File: src/logic/rx_frontend_pkg.sv
// receive front end shared types.
// sample, configuration and settings bus structs plus widths.

package rx_frontend_pkg;

  // ########################################
  // widths.
  // ########################################
  localparam int ADC_W    = 16;
  localparam int SAMPLE_W = 24;
  localparam int COEF_W   = 18;

  // ########################################
  // structs.
  // ########################################
  // raw converter sample, sc16.
  typedef struct packed {
    logic signed [ADC_W-1:0] i;
    logic signed [ADC_W-1:0] q;
  } adc_sample_t;

  // internal sample with eight fraction bits.
  typedef struct packed {
    logic signed [SAMPLE_W-1:0] i;
    logic signed [SAMPLE_W-1:0] q;
  } iq_sample_t;

  // one settings bus write.
  typedef struct packed {
    logic        stb;
    logic [7:0]  addr;
    logic [31:0] data;
  } settings_bus_t;

  // selector flags and imbalance coefficients.
  typedef struct packed {
    logic                     swap_iq;
    logic                     realmode;
    logic                     invert_i;
    logic                     invert_q;
    logic signed [COEF_W-1:0] mag_corr;
    logic signed [COEF_W-1:0] phase_corr;
  } frontend_cfg_t;

  // clip a one-bit-grown sum back to sample width.
  function automatic logic signed [SAMPLE_W-1:0] sat_sample(input logic signed [SAMPLE_W:0] x);
    if (x[SAMPLE_W] != x[SAMPLE_W-1]) begin
      return {x[SAMPLE_W], {(SAMPLE_W-1){~x[SAMPLE_W]}}};
    end
    return x[SAMPLE_W-1:0];
  endfunction

endpackage
File: src/logic/rx_frontend.sv
// receive front end top level.
// selector, DC offset, imbalance and rounding stages in a chain.

`timescale 1ns/1ns

module rx_frontend #(
  parameter logic [7:0] SR_MAG           = 8'd1,
  parameter logic [7:0] SR_PHASE         = 8'd2,
  parameter logic [7:0] SR_OFFSET_I      = 8'd3,
  parameter logic [7:0] SR_OFFSET_Q      = 8'd4,
  parameter logic [7:0] SR_SWAP          = 8'd5,
  parameter bit         BYPASS_DC_OFFSET = 1'b0,
  parameter bit         BYPASS_IQ_COMP   = 1'b0
) (
  input  logic                           clk,
  input  logic                           reset,
  input  rx_frontend_pkg::settings_bus_t set_i,
  input  logic                           adc_stb_i,
  input  rx_frontend_pkg::adc_sample_t   adc_i,
  output logic                           rx_stb_o,
  output rx_frontend_pkg::adc_sample_t   rx_o
);

  localparam int FW = rx_frontend_pkg::SAMPLE_W - rx_frontend_pkg::ADC_W;

  rx_frontend_pkg::frontend_cfg_t cfg;
  logic                           sel_stb;
  rx_frontend_pkg::adc_sample_t   sel;
  rx_frontend_pkg::iq_sample_t    sel_wide;
  logic                           ofs_stb;
  rx_frontend_pkg::iq_sample_t    ofs;
  logic                           comp_stb;
  rx_frontend_pkg::iq_sample_t    comp;

  rx_settings_regs #(.SR_MAG(SR_MAG), .SR_PHASE(SR_PHASE), .SR_SWAP(SR_SWAP)) settings_i (
    .clk(clk), .reset(reset), .set_i(set_i), .cfg_o(cfg));

  rx_iq_select select_i (
    .clk(clk), .reset(reset), .cfg_i(cfg), .stb_i(adc_stb_i), .adc_i(adc_i),
    .stb_o(sel_stb), .sel_o(sel));

  // eight zero fraction bits below the converter word.
  assign sel_wide.i = {sel.i, {FW{1'b0}}};
  assign sel_wide.q = {sel.q, {FW{1'b0}}};

  if (BYPASS_DC_OFFSET) begin : g_dc_bypass
    assign ofs_stb = sel_stb;
    assign ofs     = sel_wide;
  end else begin : g_dc
    rx_dc_offset #(.SR_OFFSET_I(SR_OFFSET_I), .SR_OFFSET_Q(SR_OFFSET_Q)) dc_offset_i (
      .clk(clk), .reset(reset), .set_i(set_i), .stb_i(sel_stb), .in_i(sel_wide),
      .stb_o(ofs_stb), .out_o(ofs));
  end

  if (BYPASS_IQ_COMP) begin : g_comp_bypass
    assign comp_stb = ofs_stb;
    assign comp     = ofs;
  end else begin : g_comp
    rx_iq_balance balance_i (
      .clk(clk), .reset(reset), .cfg_i(cfg), .stb_i(ofs_stb), .in_i(ofs),
      .stb_o(comp_stb), .out_o(comp));
  end

  rx_round_sd round_i (
    .clk(clk), .reset(reset), .stb_i(comp_stb), .in_i(comp),
    .stb_o(rx_stb_o), .out_o(rx_o));

endmodule

File: src/logic/rx_round_sd.sv
// receive output rounder.
// 24 to 16 bits with error feedback and clipping.

`timescale 1ns/1ns

module rx_round_sd (
  input  logic                         clk,
  input  logic                         reset,
  input  logic                         stb_i,
  input  rx_frontend_pkg::iq_sample_t  in_i,
  output logic                         stb_o,
  output rx_frontend_pkg::adc_sample_t out_o
);

  localparam int SW = rx_frontend_pkg::SAMPLE_W;
  localparam int AW = rx_frontend_pkg::ADC_W;
  localparam int FW = SW - AW;

  logic signed [SW-1:0] in_ch  [2];
  logic [FW-1:0]        err_q  [2];
  logic signed [SW:0]   sum_ch [2];
  logic signed [AW-1:0] rnd_ch [2];

  always_comb begin
    in_ch[0] = in_i.i;
    in_ch[1] = in_i.q;
    for (int c = 0; c < 2; c++) begin
      sum_ch[c] = {in_ch[c][SW-1], in_ch[c]} + {{(AW+1){1'b0}}, err_q[c]};
      // shifted sum is one bit wider than the output.
      if (sum_ch[c][SW] != sum_ch[c][SW-1]) begin
        rnd_ch[c] = {sum_ch[c][SW], {(AW-1){~sum_ch[c][SW]}}};
      end else begin
        rnd_ch[c] = sum_ch[c][SW-1:FW];
      end
    end
  end

  always_ff @(posedge clk) begin
    if (reset) begin
      stb_o <= 1'b0;
      for (int c = 0; c < 2; c++) begin
        err_q[c] <= '0;
      end
    end else begin
      stb_o <= stb_i;
      if (stb_i) begin
        for (int c = 0; c < 2; c++) begin
          err_q[c] <= sum_ch[c][FW-1:0];
        end
      end
    end
  end

  always_ff @(posedge clk) begin
    if (stb_i) begin
      out_o.i <= rnd_ch[0];
      out_o.q <= rnd_ch[1];
    end
  end

endmodule

File: src/logic/rx_iq_balance.sv
// receive I/Q imbalance compensation.
// scaled copies of I are added to I and Q over two register stages.

`timescale 1ns/1ns

module rx_iq_balance (
  input  logic                           clk,
  input  logic                           reset,
  input  rx_frontend_pkg::frontend_cfg_t cfg_i,
  input  logic                           stb_i,
  input  rx_frontend_pkg::iq_sample_t    in_i,
  output logic                           stb_o,
  output rx_frontend_pkg::iq_sample_t    out_o
);

  localparam int SW = rx_frontend_pkg::SAMPLE_W;
  localparam int CW = rx_frontend_pkg::COEF_W;
  localparam int PW = 2 * CW;

  logic signed [CW-1:0]        i_top;
  logic signed [PW-1:0]        prod_mag_q;
  logic signed [PW-1:0]        prod_phase_q;
  rx_frontend_pkg::iq_sample_t dly_q;
  logic                        stb1_q;
  logic signed [SW-1:0]        sum_i;
  logic signed [SW-1:0]        sum_q;

  // top eighteen bits of I feed both multipliers.
  assign i_top = $signed(in_i.i[SW-1:SW-CW]);

  // ########################################
  // stage one, products.
  // ########################################
  always_ff @(posedge clk) begin
    if (stb_i) begin
      prod_mag_q   <= i_top * cfg_i.mag_corr;
      prod_phase_q <= i_top * cfg_i.phase_corr;
      dly_q        <= in_i;
    end
  end

  // ########################################
  // stage two, clipped adds.
  // ########################################
  always_comb begin
    sum_i = rx_frontend_pkg::sat_sample({dly_q.i[SW-1], dly_q.i} +
                                        {prod_mag_q[PW-1], prod_mag_q[PW-1:PW-SW]});
    sum_q = rx_frontend_pkg::sat_sample({dly_q.q[SW-1], dly_q.q} +
                                        {prod_phase_q[PW-1], prod_phase_q[PW-1:PW-SW]});
  end

  always_ff @(posedge clk) begin
    if (stb1_q) begin
      out_o.i <= sum_i;
      out_o.q <= sum_q;
    end
  end

  always_ff @(posedge clk) begin
    if (reset) begin
      stb1_q <= 1'b0;
      stb_o  <= 1'b0;
    end else begin
      stb1_q <= stb_i;
      stb_o  <= stb1_q;
    end
  end

endmodule

File: src/logic/rx_dc_offset.sv
// receive DC offset removal for both channels.
// tracking integrator per channel, or a fixed offset loaded over settings.

`timescale 1ns/1ns

module rx_dc_offset #(
  parameter logic [7:0] SR_OFFSET_I = 8'd3,
  parameter logic [7:0] SR_OFFSET_Q = 8'd4
) (
  input  logic                           clk,
  input  logic                           reset,
  input  rx_frontend_pkg::settings_bus_t set_i,
  input  logic                           stb_i,
  input  rx_frontend_pkg::iq_sample_t    in_i,
  output logic                           stb_o,
  output rx_frontend_pkg::iq_sample_t    out_o
);

  localparam int SW    = rx_frontend_pkg::SAMPLE_W;
  localparam int ACC_W = 32;

  // index 0 is I, index 1 is Q.
  logic signed [SW-1:0]    in_ch   [2];
  logic signed [SW-1:0]    diff_ch [2];
  logic signed [ACC_W-1:0] acc_q   [2];
  logic                    fixed_q [2];
  logic                    hit     [2];

  assign hit[0] = set_i.stb && (set_i.addr == SR_OFFSET_I);
  assign hit[1] = set_i.stb && (set_i.addr == SR_OFFSET_Q);

  // ########################################
  // offset subtraction.
  // ########################################
  always_comb begin
    in_ch[0] = in_i.i;
    in_ch[1] = in_i.q;
    for (int c = 0; c < 2; c++) begin
      // upper bits of the accumulator hold the offset estimate.
      diff_ch[c] = rx_frontend_pkg::sat_sample({in_ch[c][SW-1], in_ch[c]} -
                                               {acc_q[c][ACC_W-1],
                                                acc_q[c][ACC_W-1:ACC_W-SW]});
    end
  end

  // ########################################
  // integrators.
  // ########################################
  always_ff @(posedge clk) begin
    if (reset) begin
      stb_o <= 1'b0;
      for (int c = 0; c < 2; c++) begin
        acc_q[c]   <= '0;
        fixed_q[c] <= 1'b0;
      end
    end else begin
      stb_o <= stb_i;
      for (int c = 0; c < 2; c++) begin
        if (hit[c]) begin
          // a load wins over a tracking update in the same cycle.
          acc_q[c]   <= {set_i.data[SW-1:0], {(ACC_W-SW){1'b0}}};
          fixed_q[c] <= set_i.data[31];
        end else if (stb_i && !fixed_q[c]) begin
          acc_q[c] <= acc_q[c] + {{(ACC_W-SW){diff_ch[c][SW-1]}}, diff_ch[c]};
        end
      end
    end
  end

  always_ff @(posedge clk) begin
    if (stb_i) begin
      out_o.i <= diff_ch[0];
      out_o.q <= diff_ch[1];
    end
  end

endmodule

File: src/logic/rx_iq_select.sv
// receive I/Q selector.
// registered swap, per-channel inversion and real mode.

`timescale 1ns/1ns

module rx_iq_select (
  input  logic                           clk,
  input  logic                           reset,
  input  rx_frontend_pkg::frontend_cfg_t cfg_i,
  input  logic                           stb_i,
  input  rx_frontend_pkg::adc_sample_t   adc_i,
  output logic                           stb_o,
  output rx_frontend_pkg::adc_sample_t   sel_o
);

  rx_frontend_pkg::adc_sample_t swapped;
  rx_frontend_pkg::adc_sample_t sel_d;

  // swap first, inversion applies to the swapped channels.
  always_comb begin
    swapped.i = cfg_i.swap_iq ? adc_i.q : adc_i.i;
    swapped.q = cfg_i.swap_iq ? adc_i.i : adc_i.q;
    sel_d.i   = cfg_i.invert_i ? ~swapped.i : swapped.i;
    if (cfg_i.realmode) begin
      sel_d.q = '0;
    end else begin
      sel_d.q = cfg_i.invert_q ? ~swapped.q : swapped.q;
    end
  end

  always_ff @(posedge clk) begin
    if (reset) begin
      stb_o <= 1'b0;
    end else begin
      stb_o <= stb_i;
    end
  end

  always_ff @(posedge clk) begin
    if (stb_i) begin
      sel_o <= sel_d;
    end
  end

endmodule

File: src/logic/rx_settings_regs.sv
// receive front end settings registers.
// decodes settings bus writes into selector flags and coefficients.

`timescale 1ns/1ns

module rx_settings_regs #(
  parameter logic [7:0] SR_MAG   = 8'd1,
  parameter logic [7:0] SR_PHASE = 8'd2,
  parameter logic [7:0] SR_SWAP  = 8'd5
) (
  input  logic                           clk,
  input  logic                           reset,
  input  rx_frontend_pkg::settings_bus_t set_i,
  output rx_frontend_pkg::frontend_cfg_t cfg_o
);

  localparam int CW = rx_frontend_pkg::COEF_W;

  logic signed [CW-1:0] mag_q;
  logic signed [CW-1:0] phase_q;
  logic [3:0]           flags_q;

  // ########################################
  // address matched registers.
  // ########################################
  always_ff @(posedge clk) begin
    if (reset) begin
      mag_q   <= '0;
      phase_q <= '0;
      flags_q <= '0;
    end else if (set_i.stb) begin
      if (set_i.addr == SR_MAG) begin
        mag_q <= set_i.data[CW-1:0];
      end
      if (set_i.addr == SR_PHASE) begin
        phase_q <= set_i.data[CW-1:0];
      end
      if (set_i.addr == SR_SWAP) begin
        flags_q <= set_i.data[3:0];
      end
    end
  end

  // ########################################
  // flag unpacking.
  // ########################################
  // bit order, msb first: invert_i, invert_q, realmode, swap_iq.
  always_comb begin
    cfg_o.invert_i   = flags_q[3];
    cfg_o.invert_q   = flags_q[2];
    cfg_o.realmode   = flags_q[1];
    cfg_o.swap_iq    = flags_q[0];
    cfg_o.mag_corr   = mag_q;
    cfg_o.phase_corr = phase_q;
  end

endmodule

File: config.mk
export PLATFORM = sky130hd
export DESIGN_NAME = rx_frontend
export DESIGN_NICKNAME = d
export VERILOG_FILES = /design/src/logic/rx_frontend_pkg.sv /design/src/logic/rx_frontend.sv /design/src/logic/rx_round_sd.sv /design/src/logic/rx_iq_balance.sv /design/src/logic/rx_dc_offset.sv /design/src/logic/rx_iq_select.sv /design/src/logic/rx_settings_regs.sv
export SDC_FILE = /design/constraint.sdc
export NUM_CORES = 2
export LEC_CHECK = 0
export BUFFER_PORTS_ARGS = -buffer_cell sky130_fd_sc_hd__buf_4
export CORE_MARGIN = 2
export CORE_UTILIZATION = 55
export DETAILED_ROUTE_END_ITERATION = 8
export MAX_ROUTING_LAYER = met4
export PLACE_DENSITY_LB_ADDON = 0.05
export SLEW_MARGIN = 20
export SYNTH_ARGS = -nofsm -noshare
export SYNTH_HDL_FRONTEND = slang
export SYNTH_SLANG_ARGS = --single-unit
export TNS_END_PERCENT = 100
File: constraint.sdc
create_clock -name clk -period 15 [get_ports clk]
set_clock_uncertainty 0.15 [all_clocks]
set_input_delay 2.25 -clock clk [delete_from_list [all_inputs] [get_ports clk]]
set_output_delay 2.25 -clock clk [all_outputs]
set_load 0.05 [all_outputs]
==> flow_summary.json <==
{
  "grt.total_usage_pct": 28.84,
  "syn2layout_area_growth_pct": 6.836,
  "syn_area_um2": 45520,
  "drive_above_1_share_pct": 5.699,
  "finalNetCount": 5729,
  "detail_route.wl_per_cell_um": 20.10,
  "ys.flop_type": "edfxtp_1",
  "fin_crit_sh_pct": 57.05,
  "final.setup.tns_ps": 0,
  "ant_nets": 0,
  "hold_path.class": "flip-flop to flip-flop",
  "vdd_drop_max_mv": 0.08040,
  "finalSetupViolations": 0,
  "crit_type": "flip-flop to flip-flop",
  "drv_slew": 0,
  "holdBufCountCts": 0,
  "cts_tree": "yes",
  "start_util_pct": 55.53,
  "yosysSeqAreaShare_pct": 24.28,
  "synth_nets": 5719,
  "cpMostUsedCell": "fa_1",
  "crit_arrival_ps": 8660,
  "htreeDepth": 2,
  "drv_cap": 0,
  "clkLatencyLatePin_ps": 560,
  "synth_warnings": 0,
  "place_hpwl_um": 87720,
  "status": "finished clean",
  "drt_first_pass_iters": 5,
  "grt_pass1_vias": 32655,
  "num_io_pins": 109,
  "max_freq_ghz": 0.1169,
  "grt-ovfl-total": 0,
  "core_area_um2": 81980,
  "drt_iter0_markers": 2100,
  "async_flop_share_pct": 0,
  "finalHoldViolations": 0,
  "critPathMaxFanout": 20,
  "cts_buffers": 40,
  "port_buffers": 101,
  "total_power_mw": 3.354,
  "routed_wl_um": 115700,
  "cts-resized-gates": 0,
  "cts_sinks": 383,
  "die_area_um2": 85080,
  "placementRows": 105,
  "die_w_um": 291.7,
  "synth_edf_count": 338,
  "slowest_delay_ps": 1100,
  "avgViaCountPerCell": 5.559,
  "cp.required_ps": 15100,
  "power.density_nw_per_um2": 68.98,
  "clkSlewWorstSetupHoldPaths_ps": 60,
  "end_kind": "flip-flop",
  "syn_area_per_cell_um2": 9.804,
  "p_leak_nw": 22.29,
  "cts_setup_buffers": 0,
  "antenna_found_initial": 6,
  "grt_max_degree": 68,
  "gp_congestion": 0.9308,
  "crit_chain": "buf_4, nand2_1, fa_1, inv_1, fa_1, fa_1, fa_1, fa_1, inv_1, fa_1, inv_1, ha_1, a21oi_1, nand2_1, a211oi_1, nand2_1, o211ai_1, a31oi_1, o41ai_1, o21ai_0, xor2_1",
  "fill_cells": 7344,
  "root_buffer": "clkbuf_16",
  "ys_ff_latch": 383,
  "vias": 32015,
  "rsz0062_at_grt": "false",
  "die_h_um": 291.7,
  "period_needed_ps": 8557,
  "worstMarginPinSlew_ps": 1174,
  "maxSlewHeadroom_pct": 20.94,
  "clockBufferDepth": 3,
  "synth_cell_types": 87,
  "start_kind": "flip-flop",
  "drc": 0,
  "netlist_instances": 4643,
  "grt_pass1_wl_um": 184600,
  "cpMaxStageDelayCell": "edfxtp_1"
}
## cell families after synthesis
family,after synthesis,share of synthesized area (%)
xor+xnor,259,5.017
compound gates,676,9.263
buf+inv,1020,8.474
flops,383,24.28
fa+ha+maj,1013,38.69
mux,37,0.8136
simple gates,1255,13.46
## flip-flops by register name, indices dropped and copies added (netlist names)
signal and flops:
g_dc.dc_offset_i.acc_q 64, g_comp.balance_i.dly_q 48, g_comp.balance_i.out_o 48, g_dc.dc_offset_i.out_o 48, round_i.out_o 32, select_i.sel_o 32
g_comp.balance_i.prod_mag_q 24, g_comp.balance_i.prod_phase_q 24, settings_i.mag_q 18, settings_i.phase_q 18, round_i.err_q 16, settings_i.flags_q 4
g_dc.dc_offset_i.fixed_q 2, g_comp.balance_i.stb1_q 1, g_comp.balance_i.stb_o 1, g_dc.dc_offset_i.stb_o 1, round_i.stb_o 1, select_i.stb_o 1
## report_power, final
| part | switching (mW) | internal (mW) | leakage (nW) |
|---|---|---|---|
| sequential | 0.0404 | 1.24 | 3.57 |
| combinational | 0.671 | 0.370 | 18.1 |
| clock | 0.435 | 0.596 | 0.645 |
## synth_stat cells (all sizes together), types with 10 or more instances
library cell  number  share of area, %
maj3              13              0.29
xor2             110               2.1
dfxtp             45               2.0
a21oi            238               2.6
nand2            514               4.2
edfxtp           338                22
mux2i             37              0.81
ha               338               9.3
a21o              71               1.2
buf               17              0.20
xnor2            149               2.9
and2             316               4.3
o21a              27              0.45
a31oi             30              0.45
clkbuf           164               1.4
inv              839               6.9
nor2b             34              0.47
fa               662                29
nor2             170               1.4
o21ai            185               2.1
a211oi            16              0.29
nand2b            40              0.55
nor3              35              0.38
nand3             51              0.56
and3              17              0.23
nand4             19              0.26
o211ai            12              0.20
and4              12              0.23
or2               10              0.14
o21bai            18              0.30
## cell type report
class / count / area, um^2 / share of cell area [%]
timing repair buffer: 149 / 1119 / 2.300
sequential: 383 / 11060 / 22.74
tap: 1070 / 1339 / 2.753
inverter: 839 / 3149 / 6.476
antenna: 4 / 10.01 / 0.02058
multi-input combinational: 3240 / 30620 / 62.96
clock buffer: 54 / 1116 / 2.295
clock inverter: 20 / 222.7 / 0.4580
## routing by layer
metal | vias to the layer above | GRT usage (%) | wire [um]
met5 | - | - | 0
met4 | 0 | 7.657 | 3575
met3 | 187 | 3.204 | 6367
met1 | 16127 | 38.83 | 50180
met2 | 832 | 46.82 | 55620
li1 | 14869 | - | -
## stage by stage
| stage | worst slack, ps | util [%] | std cells | cell area [um^2] | hold slack, ps |
|---|---|---|---|---|---|
| 6_report | 6443 | 59.32 | 5759 | 48630 | 267.9 |
| 2_1_floorplan | 8333 | - | 4643 | 45520 | 250.3 |
| 5_1_grt | 6165 | 59.32 | 5758 | 48630 | 279.1 |
| 3_3_place_gp | 6731 | 57.68 | 5681 | 47280 | 250.9 |
| 3_5_place_dp | 6639 | 57.68 | 5681 | 47280 | 254.5 |
| 4_1_cts | 6571 | 59.31 | 5755 | 48620 | 268.8 |
## layout by cell type (no fill, tap or decap), types with 51 or more instances in the layout
master,instances
a21o_1,71
a21oi_1,235
and2_1,315
buf_4,149
edfxtp_1,338
fa_1,662
ha_1,338
inv_1,839
nand2_1,512
nand3_1,51
nor2_1,168
o21ai_0,161
xnor2_1,148
xor2_1,109
## critical path: cells and delay by family (launching register included)
family	cells	cell delay, ps
XOR/XNOR	1	690
AND/OR/NAND/NOR	3	340
buffers and inverters	4	610
AO/OA/AOI/OAI	6	1980
adder cells (fa/ha/maj)	7	3390
flip-flops	1	1100
## final timing paths
kind / start / to / slack [ps] / depth (start not counted)
setup / recovery: g_dc.dc_offset_i.out_o[42]$_DFFE_PP_ / g_comp.balance_i.prod_phase_q[34]$_DFFE_PP_ / 6440 / 21
hold / removal: g_dc.dc_offset_i.out_o[17]$_DFFE_PP_ / g_comp.balance_i.dly_q[17]$_DFFE_PP_ / 270 / 0
setup reg to reg: g_dc.dc_offset_i.out_o[42]$_DFFE_PP_ / g_comp.balance_i.prod_phase_q[34]$_DFFE_PP_ / 6440 / 21
hold reg to reg: g_dc.dc_offset_i.out_o[17]$_DFFE_PP_ / g_comp.balance_i.dly_q[17]$_DFFE_PP_ / 270 / 0
Power figures use the tool's default switching activity.
